<file path="src/wave_scope_pkg.sv">
package wave_scope_pkg;

    // Raw audio input, two's complement.
    typedef logic signed [15:0] sample_t;

    // Top byte of a sample with the sign bit flipped, so 0 is the most negative level.
    typedef logic [7:0] disp_t;

    typedef logic [10:0] pixel_x_t;  // Column 0 to 1279.
    typedef logic [9:0]  pixel_y_t;  // Row 0 to 1023.

    typedef logic [7:0] colour_t;

    typedef struct packed {
        pixel_x_t x;
        pixel_y_t y;
        logic     valid;
    } pixel_t;

    typedef struct packed {
        colour_t r;
        colour_t g;
        colour_t b;
    } rgb_t;

    // The trace window sits in the top left corner of the raster.
    // Each stored point covers two columns, so WIN_W is twice the capture length.
    localparam pixel_x_t WIN_W = 11'd512;
    localparam pixel_y_t WIN_H = 10'd512;

    // A display value v is drawn on row TRACE_ROW_MAX - v.
    localparam disp_t TRACE_ROW_MAX = 8'd255;

    localparam rgb_t TRACE_RGB = '{
        r: 8'h00,
        g: 8'hff,
        b: 8'h00
    };
    localparam rgb_t BLACK_RGB = '0;

    typedef enum logic [1:0] {
        ARMED,    // Waiting for a negative sample.
        CAPTURE,  // Waiting for the crossing, then filling the back half.
        HOLD      // Back half is full and waits for the display to go idle.
    } capture_state_t;

endpackage

</file>
<file path="src/sample_ram.sv">
`timescale 1ns/1ps

module sample_ram #(
    parameter int ADDR_BITS = 8
) (
    input  logic                  clk,
    input  logic                  wr_en,
    input  logic [ADDR_BITS:0]    wr_addr,
    input  wave_scope_pkg::disp_t wr_data,
    input  logic [ADDR_BITS:0]    rd_addr,
    output wave_scope_pkg::disp_t rd_data
);

    import wave_scope_pkg::*;

    localparam int DEPTH = 2 ** (ADDR_BITS + 1);

    // Two halves of 2^ADDR_BITS points, selected by the top address bit.
    disp_t mem [DEPTH];

    always_ff @(posedge clk) begin
        if (wr_en) begin
            mem[wr_addr] <= wr_data;
        end
    end

    // A read of the address being written returns the old value.
    always_ff @(posedge clk) begin
        rd_data <= mem[rd_addr];
    end

endmodule

</file>
<file path="src/wave_capture.sv">
`timescale 1ns/1ps

module wave_capture #(
    parameter int ADDR_BITS = 8
) (
    input  logic                    clk,
    input  logic                    arst_n,
    input  logic                    new_sample,
    input  wave_scope_pkg::sample_t sample,
    input  logic                    display_idle,
    output logic                    wr_en,
    output logic [ADDR_BITS:0]      wr_addr,
    output wave_scope_pkg::disp_t   wr_data,
    output logic                    read_index
);

    import wave_scope_pkg::*;

    capture_state_t       state_q;
    capture_state_t       state_d;
    logic [ADDR_BITS-1:0] count_q;     // Next write position inside the back half.
    logic                 prev_neg_q;  // Sign of the last strobed sample.
    logic                 prev_neg_d;
    logic                 sample_neg;
    logic                 crossing;
    logic                 last_write;

    assign sample_neg = sample[15];
    assign crossing   = prev_neg_q && !sample_neg;

    // Sign as it will stand after this cycle.
    assign prev_neg_d = new_sample ? sample_neg : prev_neg_q;

    // In CAPTURE with nothing written yet the previous sample was negative, so the
    // first write must be the rising crossing itself. After that every strobe is taken.
    assign wr_en = new_sample && (state_q == CAPTURE) && ((count_q != '0) || crossing);

    // The back half is the one the display is not reading.
    assign wr_addr = {~read_index, count_q};

    // Flipping the sign bit of the top byte adds 128.
    assign wr_data = {~sample[15], sample[14:8]};

    assign last_write = wr_en && (count_q == '1);

    always_comb begin
        state_d = state_q;
        case (state_q)
            ARMED: begin
                if (prev_neg_d) begin
                    state_d = CAPTURE;
                end
            end
            CAPTURE: begin
                if (last_write) begin
                    state_d = HOLD;
                end
            end
            HOLD: begin
                if (display_idle) begin
                    state_d = ARMED;
                end
            end
            default: begin
                state_d = ARMED;
            end
        endcase
    end

    always_ff @(posedge clk or negedge arst_n) begin
        if (!arst_n) begin
            state_q    <= ARMED;
            count_q    <= '0;
            prev_neg_q <= 1'b0;
            read_index <= 1'b0;
        end else begin
            state_q    <= state_d;
            prev_neg_q <= prev_neg_d;
            if (wr_en) begin
                count_q <= count_q + 1'b1;  // Wraps to zero on the last write.
            end
            if ((state_q == HOLD) && display_idle) begin
                read_index <= ~read_index;  // Show the freshly filled half.
            end
        end
    end

endmodule

</file>
<file path="src/wave_display.sv">
`timescale 1ns/1ps

module wave_display #(
    parameter int ADDR_BITS = 8
) (
    input  logic                   clk,
    input  logic                   arst_n,
    input  wave_scope_pkg::pixel_t pix,
    input  logic                   read_index,
    input  wave_scope_pkg::disp_t  rd_data,
    output logic [ADDR_BITS:0]     rd_addr,
    output wave_scope_pkg::rgb_t   rgb
);

    import wave_scope_pkg::*;

    pixel_t   pix_q;     // Pixel aligned with rd_data.
    disp_t    last_q;    // Point under the previous delayed pixel.
    disp_t    prev_q;    // Point at the address before the current one.
    disp_t    prev;
    pixel_y_t row_cur;
    pixel_y_t row_prev;
    pixel_y_t row_top;
    pixel_y_t row_bot;
    logic     in_window;
    logic     on_trace;

    function automatic pixel_y_t point_row(disp_t value);
        disp_t row;
        row = TRACE_ROW_MAX - value;
        return pixel_y_t'(row);
    endfunction

    // Two columns per stored point.
    assign rd_addr = {read_index, pix.x[ADDR_BITS:1]};

    always_ff @(posedge clk or negedge arst_n) begin
        if (!arst_n) begin
            pix_q <= '0;
        end else begin
            pix_q <= pix;
        end
    end

    // An even column opens a new address, and its predecessor is the point the
    // previous pixel showed. The first column of a line has no predecessor.
    always_comb begin
        if (pix_q.x == '0) begin
            prev = rd_data;
        end else if (!pix_q.x[0]) begin
            prev = last_q;
        end else begin
            prev = prev_q;
        end
    end

    always_ff @(posedge clk) begin
        if (pix_q.valid) begin
            last_q <= rd_data;
            prev_q <= prev;
        end
    end

    assign row_cur  = point_row(rd_data);
    assign row_prev = point_row(prev);
    assign row_top  = (row_cur < row_prev) ? row_cur : row_prev;
    assign row_bot  = (row_cur < row_prev) ? row_prev : row_cur;

    // The vertical segment joins the two points, both ends included.
    assign on_trace  = (pix_q.y >= row_top) && (pix_q.y <= row_bot);
    assign in_window = pix_q.valid && (pix_q.x < WIN_W) && (pix_q.y < WIN_H);

    always_ff @(posedge clk or negedge arst_n) begin
        if (!arst_n) begin
            rgb <= BLACK_RGB;
        end else begin
            rgb <= (in_window && on_trace) ? TRACE_RGB : BLACK_RGB;
        end
    end

endmodule

</file>
<file path="src/wave_scope_top.sv">
`timescale 1ns/1ps

module wave_scope_top #(
    parameter int ADDR_BITS = 8  // The window holds 2^ADDR_BITS points, two columns each.
) (
    input  logic                    clk,
    input  logic                    arst_n,
    input  logic                    new_sample,
    input  wave_scope_pkg::sample_t sample,
    input  wave_scope_pkg::pixel_t  pix,
    input  logic                    vsync,
    output wave_scope_pkg::rgb_t    rgb
);

    import wave_scope_pkg::*;

    logic               display_idle;
    logic               read_index;
    logic               wr_en;
    logic [ADDR_BITS:0] wr_addr;
    disp_t              wr_data;
    logic [ADDR_BITS:0] rd_addr;
    disp_t              rd_data;

    // The halves may only swap between frames.
    assign display_idle = ~vsync;

    wave_capture #(
        .ADDR_BITS(ADDR_BITS)
    ) i_capture (
        .clk         (clk),
        .arst_n      (arst_n),
        .new_sample  (new_sample),
        .sample      (sample),
        .display_idle(display_idle),
        .wr_en       (wr_en),
        .wr_addr     (wr_addr),
        .wr_data     (wr_data),
        .read_index  (read_index)
    );

    sample_ram #(
        .ADDR_BITS(ADDR_BITS)
    ) i_ram (
        .clk    (clk),
        .wr_en  (wr_en),
        .wr_addr(wr_addr),
        .wr_data(wr_data),
        .rd_addr(rd_addr),
        .rd_data(rd_data)
    );

    wave_display #(
        .ADDR_BITS(ADDR_BITS)
    ) i_display (
        .clk       (clk),
        .arst_n    (arst_n),
        .pix       (pix),
        .read_index(read_index),
        .rd_data   (rd_data),
        .rd_addr   (rd_addr),
        .rgb       (rgb)
    );

endmodule

</file>
<file path="config.mk">
export PLATFORM = sky130hd
export DESIGN_NAME = wave_scope_top
export DESIGN_NICKNAME = d
export VERILOG_FILES = /design/src/wave_scope_pkg.sv /design/src/sample_ram.sv /design/src/wave_capture.sv /design/src/wave_display.sv /design/src/wave_scope_top.sv
export SDC_FILE = /design/constraint.sdc
export NUM_CORES = 2
export LEC_CHECK = 0
export BUFFER_PORTS_ARGS = -buffer_cell sky130_fd_sc_hd__buf_2
export CAP_MARGIN = 20
export CORE_ASPECT_RATIO = 0.7
export CORE_MARGIN = 4
export CORE_UTILIZATION = 57
export CTS_CLUSTER_DIAMETER = 120
export DETAILED_ROUTE_END_ITERATION = 16
export PLACE_DENSITY = 0.76
export SETUP_SLACK_MARGIN = 0.5
export SKIP_CTS_REPAIR_TIMING = 1
export SYNTH_ARGS = -nofsm -noshare
export SYNTH_HDL_FRONTEND = slang
export SYNTH_SLANG_ARGS = --single-unit
</file>
<file path="constraint.sdc">
create_clock -name clk -period 4.5 [get_ports clk]
set_clock_uncertainty 0.15 [all_clocks]
set_input_delay 0.45 -clock clk [delete_from_list [all_inputs] [get_ports clk]]
set_output_delay 0.45 -clock clk [all_outputs]
set_load 0.02 [all_outputs]
</file>
# [Yosys cells after proc, flatten, opt, wreduce, memory -nomap -nowiden]
# Memory sizes are Yosys's and may differ from the RTL's. A register that Yosys moved wholly into a read port is not among the register bits.
# Cells that the tools add are included.
[totals] word_cells=57 input_bits=42 mem_bits_rw=4096 out_inout_bits=24 regBits=74 memories=1
[memory_table] name="i_ram.mem" words=512 word_bits=8 read_ports=1 rd_clocked_by_memory_dff=1 wr=1 line_no="sample_ram.sv:19" source="disp_t mem [DEPTH];"
[classes] bitwise=3 n_mux=12 eq_ne=6 reduce_logical=15 addsub=3 n_lt_le_gt_ge=5
[op_table] op="$mux 8" count=4
[op_table] op="$mux 16" count=1
[op_table] op="$sub 8x8->8 const A" count=2
[op_table] op="$logic_not 11->1" count=1
[op_table] op="$lt 11x10->1 const B" count=1
[op_table] op="$ge 10x10->1" count=1
[op_table] op="$le 10x10->1" count=1
[op_table] op="$lt 10x10->1 const B" count=1
[op_table] op="$logic_and 1x1->1" count=9
[op_table] op="$add 8x1->8 const B" count=1
[op_table] op="$eq 8x8->1 const B" count=1
[op_table] op="$lt 8x8->1" count=1
[op_table] op="$reduce_bool 8->1" count=1
[op_table] op="$mux 2" count=3
[op_table] op="$pmux 2 s3" count=1
[op_table] op="$ne 2x1->1 const B" count=2
[op_table] op="$mux 1" count=3
[op_table] op="$not 1->1" count=3
[op_table] op="$reduce_and 3->1" count=1
[op_table] op="$eq 2x1->1 const B" count=1
[op_table] op="$eq 2x2->1 const B" count=1
[op_table] op="$logic_not 2->1" count=1
[op_table] op="$ne 2x2->1 const B" count=1
[op_table] op="$logic_not 1->1" count=1
[op_table] op="$logic_or 1x1->1" count=1

# [Logic depth before layout (Yosys ltp)]
[depth] ltp_word=9 depth_mapped=23 ltp_nobuf=19

# [Modules after synthesis]
# Synthesis repeated with hierarchy kept, for this count alone.
[unflattened] cells_unflattened=8283 hier_area_um2=162923.8
[modules_own_cells] module="sample_ram" area_each_um2=159927.1 instances=1 seq_area_each_um2=123158.1 cells_each=8030
[modules_own_cells] module="wave_display" area_each_um2=2351.0 instances=1 seq_area_each_um2=1056.0 cells_each=192
[modules_own_cells] module="wave_capture" area_each_um2=641.9 instances=1 seq_area_each_um2=300.3 cells_each=60
[modules_own_cells] module="wave_scope_top" area_each_um2=3.8 instances=1 seq_area_each_um2=0.0 cells_each=1

# [Worst setup path before layout]
# No wires, ideal clock.
[synth_path] path_type="in2reg" from="in sample[15]" to="mem i_ram.mem[0][7] (netlist bit), data pin" setup_ns=1.340 path_slack_ns=-2.906 t_arrival_ns=5.917 path_stages=1 path_buffers=0 required_ns=3.010 cell_sequence="inv_1"
[synth_via] elab_chain_len=1
[synth_rtl] item="start, declared" line_no="wave_scope_top.sv:9" source="input wave_scope_pkg::sample_t sample,"
[synth_rtl] item="$not 1->1" line_no="wave_capture.sv:42" source="assign wr_data = {~sample[15], sample[14:8]};"
[synth_rtl] item="end, declared" line_no="sample_ram.sv:19"
# Every way passes these cells.

# [Final worst setup path]
[layout_path] from="reg i_display.pix_q[11] (netlist bit)" to="reg, netlist name i_display.rgb[14]"
[layout_via] elab_chain_len=9 word_cells_on_any_way=15 classes_between="1 x add/sub; 4 x order compare; 5 x mux; 5 x reduce/logical"
[layout_rtl] item="start, declared" line_no="wave_display.sv:17" source="pixel_t pix_q;"
[layout_rtl] item="start signal, assigned" line_no="wave_display.sv:41" source="pix_q <= pix;"
[layout_rtl] item="$logic_not 11->1 or $mux 8 (tied branches)" line_no="wave_display.sv:48, wave_display.sv:50"
[layout_rtl] item="$mux 8 (*)" line_no="wave_display.sv:48" source="if (pix_q.x == '0) begin"
[layout_rtl] item="via i_display.prev[4]" line_no="wave_display.sv:20" source="disp_t prev;"
[layout_rtl] item="$sub 8x8->8 (*)" line_no="wave_display.sv:30" source="row = TRACE_ROW_MAX - value;"
[layout_rtl] item="$lt 8x8->1" line_no="wave_display.sv:66, wave_display.sv:67"
[layout_rtl] item="$mux 8, on equally long branches" line_no="wave_display.sv:66, wave_display.sv:67"
[layout_rtl] item="$ge 10x10->1 or $le 10x10->1 (tied branches)" line_no="wave_display.sv:70" source="assign on_trace = (pix_q.y >= row_top) && (pix_q.y <= row_bot);"
[layout_rtl] item="$logic_and 1x1->1 (*)" line_no="wave_display.sv:70"
[layout_rtl] item="$logic_and 1x1->1 (*)" line_no="wave_display.sv:77" source="rgb <= (in_window && on_trace) ? TRACE_RGB : BLACK_RGB;"
[layout_rtl] item="$mux 16 (*)" line_no="wave_display.sv:77"
# The timed path passes the listed nets; every way through them passes the cells marked *.
# A chain may end at the register's enable or synchronous reset.

==> run metrics <==
Synth cell types=50; Netlist Area Pre-Place=161,100 sq um; Min-Delay Path Class=primary input to flip-flop; max cap viols=0; site row count=163; port bufs=41; vias per cell=6.714; clock slew at reported path FFs=0.07 ns; Crit Path Category=flip-flop to flip-flop; Top Ports=66; nets@finish=8,066; initial drt markers=13,320; CP endpoint kind=flip-flop; Die Wd=643.5 um; Peak supply drop=0.0004333 V; unrepaired setup endpoints after global routing=yes; layout cell share with drive strength beyond 1=0.2754; busiest grt layer=met2; via count=81,180; die height=452.9 um; final core utilization=0.6416; crit path max fanout=8; met3 Use GR=0.07493; met1 usage=0.4042; Synth Warn #=0; largest net degree at the start of global routing=181; Final setup viols=0; Least-Margin Pin Slew=1.309 ns; FF+latch count, synth=4,155; CP required=5.11 ns; endpoints failing hold=0; synthesized instance count=7,488; Post-synth EDFFs=4,112; Leak Pwr=56.82 nW; Clock Sinks=4,155; setup TNS=0 ns; Mean Syn Cell Area=21.52 sq um; starting density of the core=0.5721; filler cell count=17,530; Clk Latency, worst-skew pair=0.87 ns; Post-synth ARST share=0.008424; CP startpoint kind=flip-flop; Wirelength per Cell=33.09 um; Syn-to-layout area delta=12.14%; Core ar.=281,600 sq um; post-detail-place hpwl=234,300 um; # placed instances=11,390; total CTS buffers=361; max-slew violations=0; Final WS setup=0.2160 ns; status=complete, no violations; final wirelength=400,100 um; Seq/Total Area, Yosys=0.7727; Primary FF master, synth=edfxtp_1; Routed Antenna Nets=0; DP Worst Slack=0.07234 ns; Clock Root Buffer=clkbuf_16; H-tree levels=5; synth top area cells=edfxtp_1 77%, mux4_2 14%, nor2_1 1.8%, mux2i_1 1.1%, mux2_2 0.94%; crit path time final=4.284 ns; Tcrit/Tclk final=0.9520; DRC Markers=0; number of global-route vias before repair=80,620; Clock Tree Buf Depth=4; Rel. slew slack=0.1222; dominant cell type by area after synthesis=edfxtp_1; CTS tree=built; grt ovf=0; area share of the largest cell type after synthesis=0.7663; initial antenna violation count=19; fmax=233.4 MHz; first-pass GRT wire length=580,700 um; critical path arrival=4.89 ns; die area=291,400 sq um; PwrDens=436.6 nW/um^2; GRT Overall Usage=0.2742; GPL Wtd Cong=0.8827; Non-Filler Instances=12,090; First-pass DRT Iterations=6; met2 usage=0.4063
-- placed cells by master, fill, tap and decap left out, types with 30 or more instances in the layout --
cell       count
mux2i_1      171
edfxtp_1    4112
clkbuf_16    369
buf_4        463
buf_12        84
a21oi_1      163
mux2_2       134
o22ai_1      104
dfrtp_1       35
bufinv_16     32
o21ai_0      101
nor2_1       751
clkinv_1      79
nand2_1       42
nand4_1       35
o221ai_1     128
mux4_2      1024
clkbuf_1      80
o21ai_1       30
clkinv_2      62
-- metal layers --
| layer | up-vias | routed length [um] |
|---|---|---|
| met2 | 6008 | 184100 |
| met5 | - | 55 |
| met1 | 42230 | 147100 |
| met3 | 796 | 55150 |
| li1 | 32140 | - |
| met4 | 8 | 13730 |
-- synthesized netlist by cell type, drive strengths merged (2+ instances only) --
cell and number:
buf 297, inv 13, mux2 142, a211oi 4, clkbuf 189, o221ai 128
dfxtp 8, and4 2, o22ai 104, edfxtp 4112, nor2 753, ha 27
nor4 7, a221oi 2, nor3b 4, nor3 13, nand2 60, nand2b 7
dfrtp 35, and2 3, a21oi 166, mux2i 171, nand3 5, nand4 35
o21a 5, xnor2 7, or2 2, and3 3, mux4 1024, a21o 5
nand3b 2, and3b 2, o21ai 132, nor2b 11
-- flip-flops by register name (all words and copies together), names as in the netlist --
name	count
i_display.prev_q	8
i_display.rgb	1
i_ram.rd_data	8
i_capture.prev_neg_q	1
i_ram.mem	4096
i_display.pix_q	22
i_capture.count_q	8
i_display.last_q	8
i_capture.state_q	2
i_capture.read_index	1
-- worst max-delay path, cell delays in order, from the launching register on --
cell,delay [ns]
dfrtp_1,0.41
nor4_4,0.35
nand3_4,0.18
buf_6,0.18
nor2_1,0.08
a21oi_1,0.07
ha_1,0.20
a21o_1,0.19
a21o_1,0.19
a21oi_2,0.15
o21a_2,0.22
buf_4,0.14
mux2_1,0.31
ha_1,0.28
a21o_1,0.17
a21oi_1,0.16
nor2b_1,0.07
o21ai_1,0.12
nand2b_1,0.09
a2111oi_2,0.33
nor4_2,0.09
-- power breakdown --
group          total, W  internal [W]  switching (W)
registers        0.0429        0.0427       0.000139
logic           0.00537       0.00175        0.00362
clock network    0.0307        0.0170         0.0137
total            0.0789        0.0615         0.0174
-- path summary, 6_finish.rpt --
| path | startpoint | to | slack [ns] | depth (start not counted) |
|---|---|---|---|---|
| worst max register to register | i_display.pix_q[11]$_DFF_PN0_ | i_display.rgb[14]$_DFF_PN0_ | 0.22 | 20 |
| worst min register to register | i_capture.state_q[1]$_DFFE_PN0P_ | i_capture.state_q[0]$_DFFE_PN0P_ | 0.39 | 1 |
| worst max-delay path | i_display.pix_q[11]$_DFF_PN0_ | i_display.rgb[14]$_DFF_PN0_ | 0.22 | 20 |
| min in group asynchronous | arst_n | i_display.rgb[14]$_DFF_PN0_ | 0.10 | 2 |
| worst min-delay path | sample[15] | i_capture.state_q[0]$_DFFE_PN0P_ | 0.03 | 5 |
| max in group asynchronous | arst_n | i_capture.prev_neg_q$_DFF_PN0_ | 3.45 | 2 |
-- logic make-up after synthesis --
family          synth area share
flops                     0.7727
mux                       0.1637
simple gates             0.02286
compound gates           0.02117
buf+inv                  0.01707
fa+ha+maj               0.002096
xor+xnor               0.0004348
other cells           0.00002327
-- stage by stage --
| step | total power (W) | area, sq um | hold slack [ns] |
|---|---|---|---|
| after floorplan | 0.04631 | 161300 | 0.004409 |
| final | 0.07889 | 180700 | 0.03227 |
| after CTS | 0.07893 | 180300 | -0.5305 |
| after global placement | 0.04877 | 168900 | 0.3498 |
| after detailed placement | 0.04889 | 168900 | 0.3644 |
| after global routing | 0.08105 | 180700 | 0.01319 |
-- layout make-up --
type | count | area (sq um) | share of cell area
Sequential cell | 4155 | 124500 | 0.6890
Tap cell | 3795 | 4748 | 0.02628
Inverter | 13 | 52.55 | 0.0002908
Timing Repair Buffer | 617 | 5762 | 0.03188
Clock inverter | 194 | 1772 | 0.009804
Clock buffer | 455 | 9617 | 0.05322
Multi-Input combinational cell | 2849 | 34210 | 0.1893
Antenna cell | 14 | 35.03 | 0.0001939
No activity file was read; power rests on OpenSTA's default activity.
